===== config.mk =====
export PLATFORM = sky130hd
export DESIGN_NAME = bf16_quantizer
export DESIGN_NICKNAME = d
export VERILOG_FILES = /design/src/quant_pkg.sv /design/src/math_bf16_mul.sv /design/src/math_bf16_to_int.sv /design/src/quant_stat_counters.sv /design/src/bf16_quantizer.sv
export SDC_FILE = /design/constraint.sdc
export NUM_CORES = 1
export LEC_CHECK = 0
export ABC_CLOCK_PERIOD_IN_PS = 8660
export BUFFER_PORTS_ARGS = -buffer_cell sky130_fd_sc_hd__clkbuf_2
export CAP_MARGIN = 20
export CORE_MARGIN = 2
export CORE_UTILIZATION = 30
export CTS_BUF_LIST = sky130_fd_sc_hd__clkbuf_8
export DETAILED_ROUTE_END_ITERATION = 6
export HOLD_SLACK_MARGIN = 0.06
export SYNTH_ARGS = -nofsm -noshare
export SYNTH_HDL_FRONTEND = slang
export SYNTH_HIERARCHICAL = 1
export SYNTH_SLANG_ARGS = --single-unit

===== constraint.sdc =====
create_clock -name clk -period 8.66 [get_ports clk]
set_input_delay 1.299 -clock clk [delete_from_list [all_inputs] [get_ports clk]]
set_output_delay 1.299 -clock clk [all_outputs]
set_load 0.05 [all_outputs]

===== src/quant_pkg.sv =====
// BF16 and INT8 types and field constants; BF16 here has no subnormal support
package quant_pkg;

    // ------------------------------------------------------------------------
    // Vector types
    // ------------------------------------------------------------------------

    // BF16 value: sign [15], exponent [14:7], mantissa [6:0]
    typedef logic [15:0] bf16_t;

    // Biased BF16 exponent field
    typedef logic [7:0] bf16_exp_t;

    // Stored BF16 mantissa, leading one implied
    typedef logic [6:0] bf16_man_t;

    // Two's-complement INT8 result
    typedef logic [7:0] q8_t;

    // ------------------------------------------------------------------------
    // Field constants
    // ------------------------------------------------------------------------

    // Exponent bias, biased 127 means 2^0
    localparam bf16_exp_t bf16_exp_bias = 8'd127;

    // All-ones exponent marks infinity (mantissa zero) or NaN
    localparam bf16_exp_t bf16_exp_max = 8'd255;

endpackage : quant_pkg


===== src/math_bf16_mul.sv =====
// Combinational BF16 multiply, RNE only, subnormal inputs and results flush to signed zero
`timescale 1ns/100ps

module math_bf16_mul (
    input  quant_pkg::bf16_t a,
    input  quant_pkg::bf16_t b,
    output quant_pkg::bf16_t product
);

    // Canonical quiet NaN
    localparam quant_pkg::bf16_t QNAN = 16'h7FC0;

    // ------------------------------------------------------------------------
    // Operand fields
    // ------------------------------------------------------------------------
    logic                 sign_a;
    logic                 sign_b;
    logic                 sign_p;
    quant_pkg::bf16_exp_t exp_a;
    quant_pkg::bf16_exp_t exp_b;
    quant_pkg::bf16_man_t man_a;
    quant_pkg::bf16_man_t man_b;
    logic                 zero_a;
    logic                 zero_b;
    logic                 inf_a;
    logic                 inf_b;
    logic                 nan_a;
    logic                 nan_b;

    assign {sign_a, exp_a, man_a} = a;
    assign {sign_b, exp_b, man_b} = b;
    assign sign_p = sign_a ^ sign_b;

    // Exponent zero covers true zero and flushed subnormals
    assign zero_a = (exp_a == 8'd0);
    assign zero_b = (exp_b == 8'd0);
    assign inf_a  = (exp_a == quant_pkg::bf16_exp_max) && (man_a == 7'd0);
    assign inf_b  = (exp_b == quant_pkg::bf16_exp_max) && (man_b == 7'd0);
    assign nan_a  = (exp_a == quant_pkg::bf16_exp_max) && (man_a != 7'd0);
    assign nan_b  = (exp_b == quant_pkg::bf16_exp_max) && (man_b != 7'd0);

    // ------------------------------------------------------------------------
    // Significand product and normalization
    // ------------------------------------------------------------------------
    logic [15:0]        sig_prod;
    logic               norm_hi;
    logic [6:0]         man_pre;
    logic               guard;
    logic               sticky;
    logic               round_up;
    logic [7:0]         man_rnd;
    logic signed [9:0]  exp_sum;
    logic signed [9:0]  exp_fin;

    // 1.m x 1.m lies in [1, 4), so bit 15 or bit 14 holds the leading one
    assign sig_prod = {1'b1, man_a} * {1'b1, man_b};
    assign norm_hi  = sig_prod[15];

    // Product in [2, 4) takes one place of right shift
    assign man_pre = norm_hi ? sig_prod[14:8] : sig_prod[13:7];
    assign guard   = norm_hi ? sig_prod[7] : sig_prod[6];
    assign sticky  = norm_hi ? (|sig_prod[6:0]) : (|sig_prod[5:0]);

    // Round to nearest, ties to even mantissa
    assign round_up = guard & (sticky | man_pre[0]);
    assign man_rnd  = {1'b0, man_pre} + {7'd0, round_up};

    // Ten signed bits hold the whole range of ea + eb - bias + 2
    assign exp_sum = $signed({2'b00, exp_a}) + $signed({2'b00, exp_b})
                   - $signed({2'b00, quant_pkg::bf16_exp_bias})
                   + $signed({9'd0, norm_hi});
    // Rounding carry leaves mantissa zero and bumps the exponent
    assign exp_fin = exp_sum + $signed({9'd0, man_rnd[7]});

    // ------------------------------------------------------------------------
    // Result select, specials first
    // ------------------------------------------------------------------------
    always_comb begin
        product = {sign_p, exp_fin[7:0], man_rnd[6:0]};
        if (nan_a || nan_b || (inf_a && zero_b) || (inf_b && zero_a)) begin
            product = QNAN;
        end else if (inf_a || inf_b) begin
            product = {sign_p, quant_pkg::bf16_exp_max, 7'd0};
        end else if (zero_a || zero_b || (exp_fin <= 10'sd0)) begin
            // Underflow flushes, no subnormal result
            product = {sign_p, 15'd0};
        end else if (exp_fin >= $signed({2'b00, quant_pkg::bf16_exp_max})) begin
            product = {sign_p, quant_pkg::bf16_exp_max, 7'd0};
        end
    end

endmodule : math_bf16_mul


===== src/math_bf16_to_int.sv =====
// Combinational BF16 to INT8, RNE, saturates to -128..+127; NaN gives 0, subnormals read as zero
`timescale 1ns/100ps

module math_bf16_to_int (
    input  quant_pkg::bf16_t bf16,
    output quant_pkg::q8_t   int8,
    output logic             overflow,
    output logic             underflow,
    output logic             is_zero
);

    // ------------------------------------------------------------------------
    // Field decode
    // ------------------------------------------------------------------------
    logic                 sign;
    quant_pkg::bf16_exp_t exp;
    quant_pkg::bf16_man_t man;
    logic                 in_zero;
    logic                 in_inf;
    logic                 in_nan;

    assign {sign, exp, man} = bf16;

    assign in_zero = (exp == 8'd0);
    assign in_inf  = (exp == quant_pkg::bf16_exp_max) && (man == 7'd0);
    assign in_nan  = (exp == quant_pkg::bf16_exp_max) && (man != 7'd0);

    // ------------------------------------------------------------------------
    // Fixed-point alignment
    // ------------------------------------------------------------------------
    logic signed [8:0] exp_unb;
    logic              exp_big;
    logic              exp_small;
    logic [2:0]        shift;
    logic [14:0]       man_shifted;

    assign exp_unb = $signed({1'b0, exp}) - $signed({1'b0, quant_pkg::bf16_exp_bias});

    // Above 2^7 can never fit; below 2^0 is handled separately
    assign exp_big   = (exp_unb > 9'sd7);
    assign exp_small = (exp_unb < 9'sd0);
    assign shift     = exp_big ? 3'd7 : (exp_small ? 3'd0 : exp_unb[2:0]);

    // 1.mmmmmmm has 7 fraction bits; after the shift bits [14:7] are the integer
    assign man_shifted = {7'd0, 1'b1, man} << shift;

    // ------------------------------------------------------------------------
    // Rounding and saturation
    // ------------------------------------------------------------------------
    logic [7:0] mag_raw;
    logic       guard;
    logic       rnd;
    logic       sticky;
    logic       round_up;
    logic [8:0] mag_rnd;
    logic       big_pos;
    logic       big_neg;
    logic [7:0] mag_sat;
    quant_pkg::q8_t res_signed;

    assign mag_raw = man_shifted[14:7];
    assign guard   = man_shifted[6];
    assign rnd     = man_shifted[5];
    assign sticky  = |man_shifted[4:0];

    // Ties go to the even integer
    assign round_up = guard & (rnd | sticky | mag_raw[0]);
    assign mag_rnd  = {1'b0, mag_raw} + {8'd0, round_up};

    // Negative side reaches one step further, down to -128
    assign big_pos = ~sign & (exp_big | (mag_rnd > 9'd127));
    assign big_neg =  sign & (exp_big | (mag_rnd > 9'd128));

    assign mag_sat    = big_pos ? 8'd127 : (big_neg ? 8'd128 : mag_rnd[7:0]);
    assign res_signed = sign ? (~mag_sat + 8'd1) : mag_sat;

    // ------------------------------------------------------------------------
    // Special values override the normal path
    // ------------------------------------------------------------------------
    always_comb begin
        int8      = res_signed;
        overflow  = big_pos;
        underflow = big_neg;
        is_zero   = 1'b0;
        if (in_nan) begin
            // NaN maps to 0, flags stay low
            int8      = 8'd0;
            overflow  = 1'b0;
            underflow = 1'b0;
        end else if (in_inf) begin
            int8      = sign ? 8'h80 : 8'h7F;
            overflow  = ~sign;
            underflow = sign;
        end else if (in_zero) begin
            int8      = 8'd0;
            overflow  = 1'b0;
            underflow = 1'b0;
            is_zero   = 1'b1;
        end else if (exp_small) begin
            overflow  = 1'b0;
            underflow = 1'b0;
            // Exponent 126 spans 0.5..0.99; 0.5 ties to even zero
            if ((exp == quant_pkg::bf16_exp_bias - 8'd1) && (man != 7'd0)) begin
                int8 = sign ? 8'hFF : 8'h01;
            end else begin
                int8    = 8'd0;
                is_zero = 1'b1;
            end
        end
    end

endmodule : math_bf16_to_int


===== src/quant_stat_counters.sv =====
// Quantization event counters, hold at all-ones, clear wins over increment; CNT_W of 4 or more
`timescale 1ns/100ps

module quant_stat_counters #(
    parameter int CNT_W = 16
) (
    input  logic             clk,
    input  logic             rst,
    input  logic             clear,
    input  logic             valid,
    input  logic             inc_overflow,
    input  logic             inc_underflow,
    input  logic             inc_zero,
    output logic [CNT_W-1:0] cnt_overflow,
    output logic [CNT_W-1:0] cnt_underflow,
    output logic [CNT_W-1:0] cnt_zero
);

    // Increment that sticks at the top value
    function automatic logic [CNT_W-1:0] sat_inc(input logic [CNT_W-1:0] val);
        sat_inc = (&val) ? val : val + 1'b1;
    endfunction

    // Flags count only on a valid result
    always_ff @(posedge clk) begin
        if (rst || clear) begin
            cnt_overflow  <= '0;
            cnt_underflow <= '0;
            cnt_zero      <= '0;
        end else if (valid) begin
            if (inc_overflow) begin
                cnt_overflow <= sat_inc(cnt_overflow);
            end
            if (inc_underflow) begin
                cnt_underflow <= sat_inc(cnt_underflow);
            end
            if (inc_zero) begin
                cnt_zero <= sat_inc(cnt_zero);
            end
        end
    end

endmodule : quant_stat_counters


===== src/bf16_quantizer.sv =====
// BF16 to INT8 quantizer, fixed 2-cycle latency, no back-pressure; outputs valid one cycle only
`timescale 1ns/100ps

module bf16_quantizer #(
    parameter int CNT_W = 16
) (
    input  logic             clk,
    input  logic             rst,
    input  logic             in_valid,
    input  logic             stats_clear,
    input  quant_pkg::bf16_t act,
    input  quant_pkg::bf16_t scale,
    output logic             out_valid,
    output quant_pkg::q8_t   int8,
    output logic             overflow,
    output logic             underflow,
    output logic             is_zero,
    output logic [CNT_W-1:0] cnt_overflow,
    output logic [CNT_W-1:0] cnt_underflow,
    output logic [CNT_W-1:0] cnt_zero
);

    // ------------------------------------------------------------------------
    // Stage 1: scale the activation
    // ------------------------------------------------------------------------
    quant_pkg::bf16_t prod_comb;
    quant_pkg::bf16_t prod_s1;
    logic             valid_s1;

    math_bf16_mul i_mul (
        .a       (act),
        .b       (scale),
        .product (prod_comb)
    );

    always_ff @(posedge clk) begin
        if (rst) begin
            valid_s1 <= 1'b0;
        end else begin
            valid_s1 <= in_valid;
        end
    end

    // Product only moves on a valid input
    always_ff @(posedge clk) begin
        if (in_valid) begin
            prod_s1 <= prod_comb;
        end
    end

    // ------------------------------------------------------------------------
    // Stage 2: convert and register the outputs
    // ------------------------------------------------------------------------
    quant_pkg::q8_t conv_int8;
    logic           conv_ovf;
    logic           conv_unf;
    logic           conv_zero;

    math_bf16_to_int i_to_int (
        .bf16      (prod_s1),
        .int8      (conv_int8),
        .overflow  (conv_ovf),
        .underflow (conv_unf),
        .is_zero   (conv_zero)
    );

    // Result fields hold between items and read zero after reset
    always_ff @(posedge clk) begin
        if (rst) begin
            out_valid <= 1'b0;
            int8      <= '0;
            overflow  <= 1'b0;
            underflow <= 1'b0;
            is_zero   <= 1'b0;
        end else begin
            out_valid <= valid_s1;
            if (valid_s1) begin
                int8      <= conv_int8;
                overflow  <= conv_ovf;
                underflow <= conv_unf;
                is_zero   <= conv_zero;
            end
        end
    end

    // Counters see the registered flags, one cycle behind out_valid
    quant_stat_counters #(
        .CNT_W (CNT_W)
    ) i_stats (
        .clk           (clk),
        .rst           (rst),
        .clear         (stats_clear),
        .valid         (out_valid),
        .inc_overflow  (overflow),
        .inc_underflow (underflow),
        .inc_zero      (is_zero),
        .cnt_overflow  (cnt_overflow),
        .cnt_underflow (cnt_underflow),
        .cnt_zero      (cnt_zero)
    );

endmodule : bf16_quantizer


==> results of run 1 <==
==> worst max-delay path, delay by kind of cell <==
| family | cells | cell delay [ns] |
|---|---|---|
| adder cells (fa/ha/maj) | 7 | 3.31 |
| XOR/XNOR | 1 | 0.15 |
| AO/OA/AOI/OAI | 6 | 1.20 |
| buffers and inverters | 8 | 0.78 |
| AND/OR/NAND/NOR | 9 | 1.72 |
==> final cells by class <==
cell class | instances | area share, %
timing repair buffer | 133 | 7.89
tap | 378 | 4.91
sequential | 77 | 17.7
inverter | 86 | 3.35
multi-input combinational | 811 | 64.4
clock inverter | 6 | 0.519
clock buffer | 9 | 1.29
==> placed cells by master, fill, tap and decap left out, types with 6 or more instances in the layout <==
cell / count
nand4_1: 23
and4_1: 8
clkbuf_8: 9
a21oi_1: 55
edfxtp_1: 16
mux2i_1: 18
a21o_1: 8
nand2_1: 68
nor3_1: 21
a211oi_1: 13
o21ai_0: 41
o211ai_1: 11
o21ai_1: 13
o21a_1: 11
nand3_1: 36
o31ai_1: 22
nor4_1: 11
and2_1: 38
ha_1: 58
nor3b_1: 6
and3_1: 12
fa_1: 37
or4_1: 23
inv_1: 90
clkbuf_2: 95
nand2b_1: 12
xnor2_1: 12
dfxtp_1: 61
buf_4: 38
xor2_1: 14
or3_1: 26
a31oi_1: 14
o41ai_1: 6
nor2_1: 73
==> kinds of logic (layout without fill, tap and decap cells) <==
family,count (synthesis),after routing,synth area share [%]
buffers and inverters,119,234,5.88
AOI/OAI and AO/OA,261,261,22.7
DFF,77,77,20.4
and+or+nand+nor,407,407,27.9
adders and majority gates,96,96,17.8
xor gates and xnor gates,26,26,2.73
muxes,21,21,2.61
==> power groups by stage <==
stage          combinational (uW)  clock [uW]  sequential, uW
5_1_grt                      1820         286             475
3_3_place_gp                 1590           0             476
2_1_floorplan                1220           0             468
3_5_place_dp                 1590           0             476
6_report                     1620         261             469
4_1_cts                      1600         271             468
==> how the worst min path moves through the flow <==
stage | end | slack [ns] | cells after the start
2_1_floorplan | is_zero$_SDFFE_PP0P_ | 0.54 | 2
3_3_place_gp | int8[0]$_SDFFE_PP0P_ | 0.48 | 2
3_5_place_dp | int8[0]$_SDFFE_PP0P_ | 0.48 | 2
4_1_cts | int8[0]$_SDFFE_PP0P_ | 0.50 | 2
5_1_grt | int8[6]$_SDFFE_PP0P_ | 0.53 | 2
6_report | int8[0]$_SDFFE_PP0P_ | 0.50 | 2
==> repair_timing <==
action                                  CTS  global route
endpoints found under the setup margin    0            15
setup buffers                             0             3
resized for setup                         0            12
hold buffers                              0             0
==> flip-flops by register name, summed over array words and instances, names as in the netlist <==
name                   cells
i_stats/cnt_overflow      16
i_stats/cnt_underflow     16
i_stats/cnt_zero          16
int8                       8
is_zero                    1
out_valid                  1
overflow                   1
prod_s1                   16
underflow                  1
valid_s1                   1
==> routing by layer <==
layer	vias up	GRT usage (%)	wire, microns
met1	3775	18.9	9710
met4	2	3.49	250
met2	142	25.4	10200
met5	-	0	13
li1	3975	-	-
met3	21	1.73	730
==> metrics by stage <==
stage                     hold slack (ns)  instances  area [sq um]  setup slack [ns]
final                               0.496       1500          9640             0.438
after global routing                0.527       1500          9640            0.0100
after CTS                           0.502       1496          9550             0.231
after detailed placement            0.483       1481          9380            -0.152
after global placement              0.481       1481          9380            -0.135
after floorplan                     0.541       1007          8340             0.259
==> impl_results.md, run 1 <==
- Fin crit share: 94.9%
- Via/cell ratio: roughly 5.3
- Width of the die: about 170 microns
- Core footprint: 0.0276 sq mm
- Layout cells sized above 1: 18.4%
- Largest net degree at the start of global routing: 43
- Fin. Hold Viols: 0
- Reg clk slew, reported paths: 0.07 ns
- Startpoint class of the critical path: input pin
- # IOs: 96
- Internal: 1230 uW
- Post-synth top flop: dfxtp_1
- Max IR drop VDD: 160 uV
- DP Wirelength: 16,400 microns
- Fillers: ~2,900
- 1st-iter DRT viols: 556
- Net Sw Power: 1120 uW
- Netlist cell types: 100
- DR WL/cell: 13.9 microns
- Tightest Hold Check Type: reg -> reg
- Fin crit period: 8.22 ns
- N_diodes: 0
- Yosys top cell by area: dfxtp_1
- Crit. End Element: flop
- Clk root buf: clkbuf_8
- Area occupied by multi-input gates: 0.00621 sq mm
- Ys Warns: 6
- Clk sinks: 77
- Initial core utilization: approximately 30%
- Post-route ant nets: 0
- Reg-to-Reg Start: prod_s1[7]$_DFFE_PP_
- Lkg Pwr: 0.00388 uW
- Layout Skew: 0.00711 ns
- Post-synthesis sequential area ratio: between 20% and 30%
- Post-Syn Area: 0.00834 sq mm
- Setup Crit Path Kind: in -> reg
- Vias in the first global route: 7,388
- Num CTS Buffers: 9
- Initial antenna violation count: 1
- Final GP Congestion: between 0.8 and 0.9
- Most frequent cell after synthesis: inv_1
- Slew Limit Fails: 0
- Clk Latency, worst-skew pair: between 0.3 and 0.4 ns
- WP data required: 8.89 ns
- Synth async-reset ratio: 0%
- Setup_tns: 0 ns
- Yosys top cell area share: 14.6%
- Pre-antenna DRT Iters: 7
- Synthesized area per cell: 8.28 sq um
- I/O Buffers: between 90 and 100
- Top cells by count, synth: 86 x inv_1, 73 x nor2_1, 68 x nand2_1
- Die area: 0.0291 sq mm
- Max-slew headroom: between 40% and 50%
- Status: completed
- Row cnt: 61
- Nets: 1,250
- Unrepaired setup endpoints after global routing: no
- Post-layout util: 35.0%
- Crit path DAT: approximately 8.5 ns
- DR vias: 7,915
- Worst Reg-to-Reg Cells: 22
- Aggregate global routing overflow: 0
- Die span in y: around 170 microns
- Syn-to-layout area delta: 15.6%
- Post-synth EDFFs: 16
- #FFs+latches synth: 77
- Gr usage total: 14.5%
- Tot Pwr: about 2300 uW
- Crit. Startpoint: act[1]
- Syn nets: 1,139
- Number of max-cap violations: 0
- Min-delay src: int8[0]$_SDFFE_PP0P_
- Reg power frac: approximately a fifth
- Combinational Power Share: 68.9%
- Max Fclk: roughly 120 MHz
- FF/Latch Area: 0.00170 sq mm
- Remaining DRCs: 0
- Critical Path Slowest Stage Cell: or4b_1
- Synth top area cells: dfxtp_1 15%, fa_1 9.1%, ha_1 8.7%
- Final setup viols: 0
- Slew of the pin with the lowest slew margin: about 0.86 ns
- CP endpoint: prod_s1[8]$_DFFE_PP_
- Clk buf depth: 2
- Gate Count Post-Synth: 1,007
- Routed WL: 20,900 microns
- Critical path peak fanout: 12
- R2R Setup Slk: 2.33 ns
- CP peak stage delay: 0.59 ns
- R2r endpoint: int8[4]$_SDFFE_PP0P_
- First-pass GRT wire length: 35,300 microns
- PwrDens: 244 mW/mm^2
- Clock share of power: 11.1%
- CTS H-tree lvls: 3
- TritonCTS clock tree: built
- Switching share of power: 47.6%
No activity file was read; power rests on OpenSTA's default activity.
==> run 2: changes to the inputs <==
- BUFFER_PORTS_ARGS: -buffer_cell sky130_fd_sc_hd__clkbuf_2 -> -buffer_cell sky130_fd_sc_hd__buf_4
==> run 2 against run 1 <==
  * Clock power increased by 23%
  * Setup slack got worse by 0.020 ns
  * Sequential power about the same
  * Clock-buffer cell count increased by 2
  * Routed wire length increased by 0.66%
  * Power increased by 3.0%
  * Register-to-register slack about the same
  * Maximum frequency decreased by 0.25%
  * Combinational power about the same
==> impl_results.md, run 2 (synthesized netlist as in run 1, its figures left out) <==
- Fin. Hold Viols: 0
- Layout Skew: around 0.013 ns
- Commonest non-fill, non-tap cells in the layout: 126 x buf_4, 86 x inv_1, 73 x nor2_1
- Startpoint class of the critical path: input pin
- CP peak stage delay: 0.53 ns
- Busiest layer in global routing: met2
- Initial antenna violation count: 0
- Layout cells sized above 1: 18.0%
- # hold bufs at CTS: 0
- Clk root buf: clkbuf_8
- DR WL/cell: 14.1 microns
- Reg clk slew, reported paths: 0.08 ns
- Syn-to-layout area delta: 18.2%
- Area occupied by multi-input gates: 0.00618 sq mm
- DR vias: a little under 8,000
- Slew Limit Fails: 0
- Final setup viols: 0
- Nets: 1,243
- Crit. End Element: flop
- FF/Latch Area: 0.00170 sq mm
- TritonCTS clock tree: built
- Num CTS Buffers: 9
- Vias in the first global route: approximately 7,600
- Fillers: 2,831
- 1st-iter DRT viols: approximately 600
- Number of max-cap violations: 0
- Largest net degree at the start of global routing: 43
- CTS H-tree lvls: 3
- Crit-path most repeated cell: fa_1
- Placed Cells: about 1,500
- Critical Path Slowest Stage Cell: fa_1
- Aggregate global routing overflow: 0
- Crit path DAT: between 8 and 9 ns
- Row cnt: 61
- Max Fclk: between 100 and 150 MHz
- Commonest non-fill, non-tap cell in the layout: buf_4
- Initial core utilization: 30.3%
- # IOs: 96
- Met1 Track Usage GR: 19.5%
- First-pass GRT wire length: 36,300 microns
- Die area: 0.0291 sq mm
- Gr usage total: 14.9%
- Grt met2 use: 26.0%
- Post-layout util: 35.8%
- Max-slew headroom: 42.6%
- Finished Layout Cells: around 1,500
- Width of the die: 171 microns
- Routed WL: 21,000 microns
- Die span in y: 171 microns
- Core footprint: 0.0276 sq mm
- Remaining DRCs: 0
- R2R Setup Slk: 2.33 ns
- Via/cell ratio: roughly 5.3
- Lkg Pwr: 0.00393 uW
- DP Wirelength: 16,500 microns
- Slew of the pin with the lowest slew margin: roughly 0.86 ns
- Clk Latency, worst-skew pair: 0.37 ns
- Status: completed
- Clk buf depth: 2
- I/O Buffers: 95
- Tot Pwr: 2420 uW
- Fin crit share: between 90% and 100%
- Final GP Congestion: 0.848
- Setup Crit Path Kind: in -> reg
- Grt met3 use: 1.87%
- N_diodes: 0
- Pre-antenna DRT Iters: 5
- Clk sinks: 77
- PwrDens: 245 mW/mm^2
- Unrepaired setup endpoints after global routing: no
- Fin crit period: 8.24 ns
- Max IR drop VDD: roughly 140 uV
- Tightest Hold Check Type: reg -> reg
- WP data required: between 8 and 9 ns
- Post-route ant nets: 0
- Critical path peak fanout: 9
run 2: cell types whose count changed in the layout (fill, tap and decap cells not counted), moves of 2 or more:
cell      delta
nor3_1       +2
clkinv_4     +2
clkbuf_2    -95
nor3_2       -2
buf_4       +88
nor4_1       +2
nor4_2       -2
clkbuf_8     +2
inv_1        -4
run 2: layer usage:
layer  vias up  wire length [microns]
met4         0                    266
met2       160                  10100
met1      3707                   9860
met3        17                    822
met5         -                      0
li1       3983                      -
run 2: area by class of cell:
type	count	area share (%)
Tap cell	378	4.80
Timing Repair Buffer	126	9.60
Sequential cell	77	17.3
Inverter	86	3.27
Clock buffer	11	1.54
Clock inverter	5	0.838
Multi-Input combinational cell	811	62.7
run 2: final timing paths:
path	startpoint	endpoint	cells past startpoint
hold / removal	i_stats/cnt_underflow[13]$_SDFFE_PP0P_	i_stats/cnt_underflow[13]$_SDFFE_PP0P_	2
hold reg to reg	i_stats/cnt_underflow[13]$_SDFFE_PP0P_	i_stats/cnt_underflow[13]$_SDFFE_PP0P_	2
setup / recovery	act[2]	prod_s1[13]$_DFFE_PP_	30
setup reg to reg	prod_s1[7]$_DFFE_PP_	int8[4]$_SDFFE_PP0P_	22
run 2: worst max-delay path: cells and delay by family:
kind / cells / cell delay (ns)
AO/OA/AOI/OAI: 7 / 1.34
buffers and inverters: 6 / 0.49
adder cells (fa/ha/maj): 7 / 3.28
multiplexers: 1 / 0.25
AND/OR/NAND/NOR: 9 / 1.79
run 2: repair_timing:
action | 4_1_cts | 5_1_grt
resized for setup | 0 | 9
setup endpoints to repair | 0 | 15
buffers inserted | 0 | 0
endpoints found under the hold margin | 0 | 0
run 2: power breakdown:
group	internal [uW]	switching [uW]
logic	694	936
clock network	179	143
registers	418	51.1
run 2: metrics by stage:
step	instance area [sq um]	worst slack, ns	hold slack [ns]	TNS (ns)
final	9860	0.418	0.502	0
after global routing	9860	0.0289	0.521	0
after CTS	9820	0.242	0.502	0
after detailed placement	9580	-0.146	0.488	-1.50
after global placement	9580	-0.00443	0.487	-0.00443
after floorplan	8340	0.259	0.541	0
==> run 3: changes to the inputs <==
- CTS_BUF_LIST: sky130_fd_sc_hd__clkbuf_8 -> sky130_fd_sc_hd__clkbuf_4
==> run 3 against run 2 <==
  * Clock power shrank 22%
  * Setup slack improved by 0.033 ns
  * Die area did not move
  * Utilization fell by 0.33 points
  * Critical endpoint is now prod_s1[2]$_DFFE_PP_
  * Largest cell class unchanged
==> impl_results.md, run 3 (synthesized netlist as in run 1, its figures left out) <==
- Status: completed
- Post-route ant nets: 0
- Area occupied by multi-input gates: 0.00616 sq mm
- CP peak stage delay: 0.53 ns
- Family with the most delay on the worst path: adder cells
- Switching share of power: 47.7%
- Commonest non-fill, non-tap cells in the layout: 126 x buf_4, 86 x inv_1, 73 x nor2_1
- CTS H-tree lvls: 3
- Syn-to-layout area delta: 17.1%
- Net Sw Power: ~1100 uW
- Reg power frac: 20.1%
- Crit-path most repeated cell: fa_1
- Fin. Hold Viols: 0
- Via/cell ratio: 5.24
- Slew of the pin with the lowest slew margin: 0.859 ns
- Die span in y: 171 microns
- Aggregate global routing overflow: 0
- Combinational Power Share: 69.1%
- Fin crit share: 94.8%
- TritonCTS clock tree: built
- Unrepaired setup endpoints after global routing: no
- Startpoint class of the critical path: input pin
- DR WL/cell: about 14 microns
- WL met2: 9990 microns
- Clk sinks: 77
- Initial core utilization: between 30% and 40%
- Crit path DAT: 8.41 ns
- Nets: 1,243
- Width of the die: 171 microns
- Clock share of power: 10.8%
- CP Buf/Inv Count: 6
- Die area: 0.0291 sq mm
- Layout cells sized above 1: 17.5%
- Critical path peak fanout: 7
- First-pass GRT wire length: approximately 36,000 microns
- Vias in the first global route: ~7,600
- WP data required: 8.86 ns
- Clk buf depth: 2
- Lkg Pwr: 0.00390 uW
- # hold bufs at CTS: 0
- 1st-iter DRT viols: 560
- FF/Latch Area: between 0.0015 and 0.002 sq mm
- # IOs: 96
- Num CTS Buffers: 9
- DR vias: 7,830
- Number of max-cap violations: 0
- Row cnt: 61
- Remaining DRCs: 0
- Design Area, Final: 0.00977 sq mm
- Critical Path Slowest Stage Cell: fa_1
- Final GP Congestion: 0.848
- Commonest non-fill, non-tap cell in the layout: buf_4
- Max IR drop VDD: 144 uV
- DP Wirelength: approximately 17,000 microns
- Initial antenna violation count: 1
- Placed cell areas: ~0.0096 sq mm
- Reg clk slew, reported paths: 0.12 ns
- Setup_tns: 0 ns
- Gr usage total: between 10% and 20%
- Largest net degree at the start of global routing: 43
- Fin crit period: 8.21 ns
- Met1 WL: just under 10,000 microns
- Max-slew headroom: 42.7%
- Slew Limit Fails: 0
- Layout Skew: between 0.015 and 0.02 ns
- Pre-antenna DRT Iters: 5
- Placed Cells: 1,477
- Routed WL: 20,900 microns
- Crit. End Element: flop
- Clk root buf: clkbuf_4
- Final setup viols: 0
- PwrDens: 239 mW/mm^2
- Clk Latency, worst-skew pair: 0.46 ns
- Tightest Hold Check Type: reg -> reg
- I/O Buffers: 95
- Met3 routed WL: 918 microns
- Core footprint: 0.0276 sq mm
- Setup Crit Path Kind: in -> reg
- Finished Layout Cells: 1,495
- Tot Pwr: 2340 uW
- Max Fclk: 122 MHz
- Fillers: between 2,000 and 3,000
- DR top layer: met5
- Internal: roughly 1200 uW
-- run 3: cell count changes in the layout (fill, tap and decap cells not counted), sizes merged --
cell	before	now
clkinv	3	5
diode	0	1
clkbuf	11	9
-- run 3: area by class of cell --
type | count | share of cell area [%]
antenna | 1 | 0.0256
clock inverter | 7 | 0.922
tap | 378 | 4.84
sequential | 77 | 17.4
clock buffer | 9 | 0.692
timing repair buffer | 126 | 9.68
multi-input combinational | 811 | 63.1
inverter | 86 | 3.31
-- run 3: layer usage --
metal / vias to the layer above / GRT usage (%)
met3: 25 / 2.29
met2: 160 / 26.0
met1: 3666 / 19.5
li1: 3977 / -
met5: - / 0
met4: 2 / 3.46
-- run 3: worst paths after layout --
check	slack (ns)	start	to	depth (start not counted)
max reg2reg	2.31	prod_s1[7]$_DFFE_PP_	int8[4]$_SDFFE_PP0P_	22
max	0.45	act[2]	prod_s1[2]$_DFFE_PP_	28
min	0.51	i_stats/cnt_underflow[13]$_SDFFE_PP0P_	i_stats/cnt_underflow[13]$_SDFFE_PP0P_	2
min reg2reg	0.51	i_stats/cnt_underflow[13]$_SDFFE_PP0P_	i_stats/cnt_underflow[13]$_SDFFE_PP0P_	2
-- run 3: power groups by stage --
stage          clock, uW  sequential (uW)  combinational [uW]
2_1_floorplan          0              468                1220
3_3_place_gp           0              477                1600
3_5_place_dp           0              476                1610
4_1_cts              260              468                1620
5_1_grt              274              476                1830
6_report             251              470                1620
-- run 3: repair_timing --
action / CTS / global route
buffers inserted: 0 / 0
endpoints found under the setup margin: 0 / 15
gates resized for setup: 0 / 4
-- run 3: through the flow --
step	hold slack (ns)	worst slack [ns]	util [%]
2_1_floorplan	0.541	0.259	-
3_3_place_gp	0.487	-0.00443	34.8
3_5_place_dp	0.488	-0.146	34.8
4_1_cts	0.508	0.351	35.4
5_1_grt	0.527	0.00131	35.4
6_report	0.508	0.451	35.4
-- run 3: tightest hold or removal path, cell delays in order, from the launching register on --
cell	delay (ns)
dfxtp_1	0.35
o31ai_1	0.07
a21oi_1	0.05
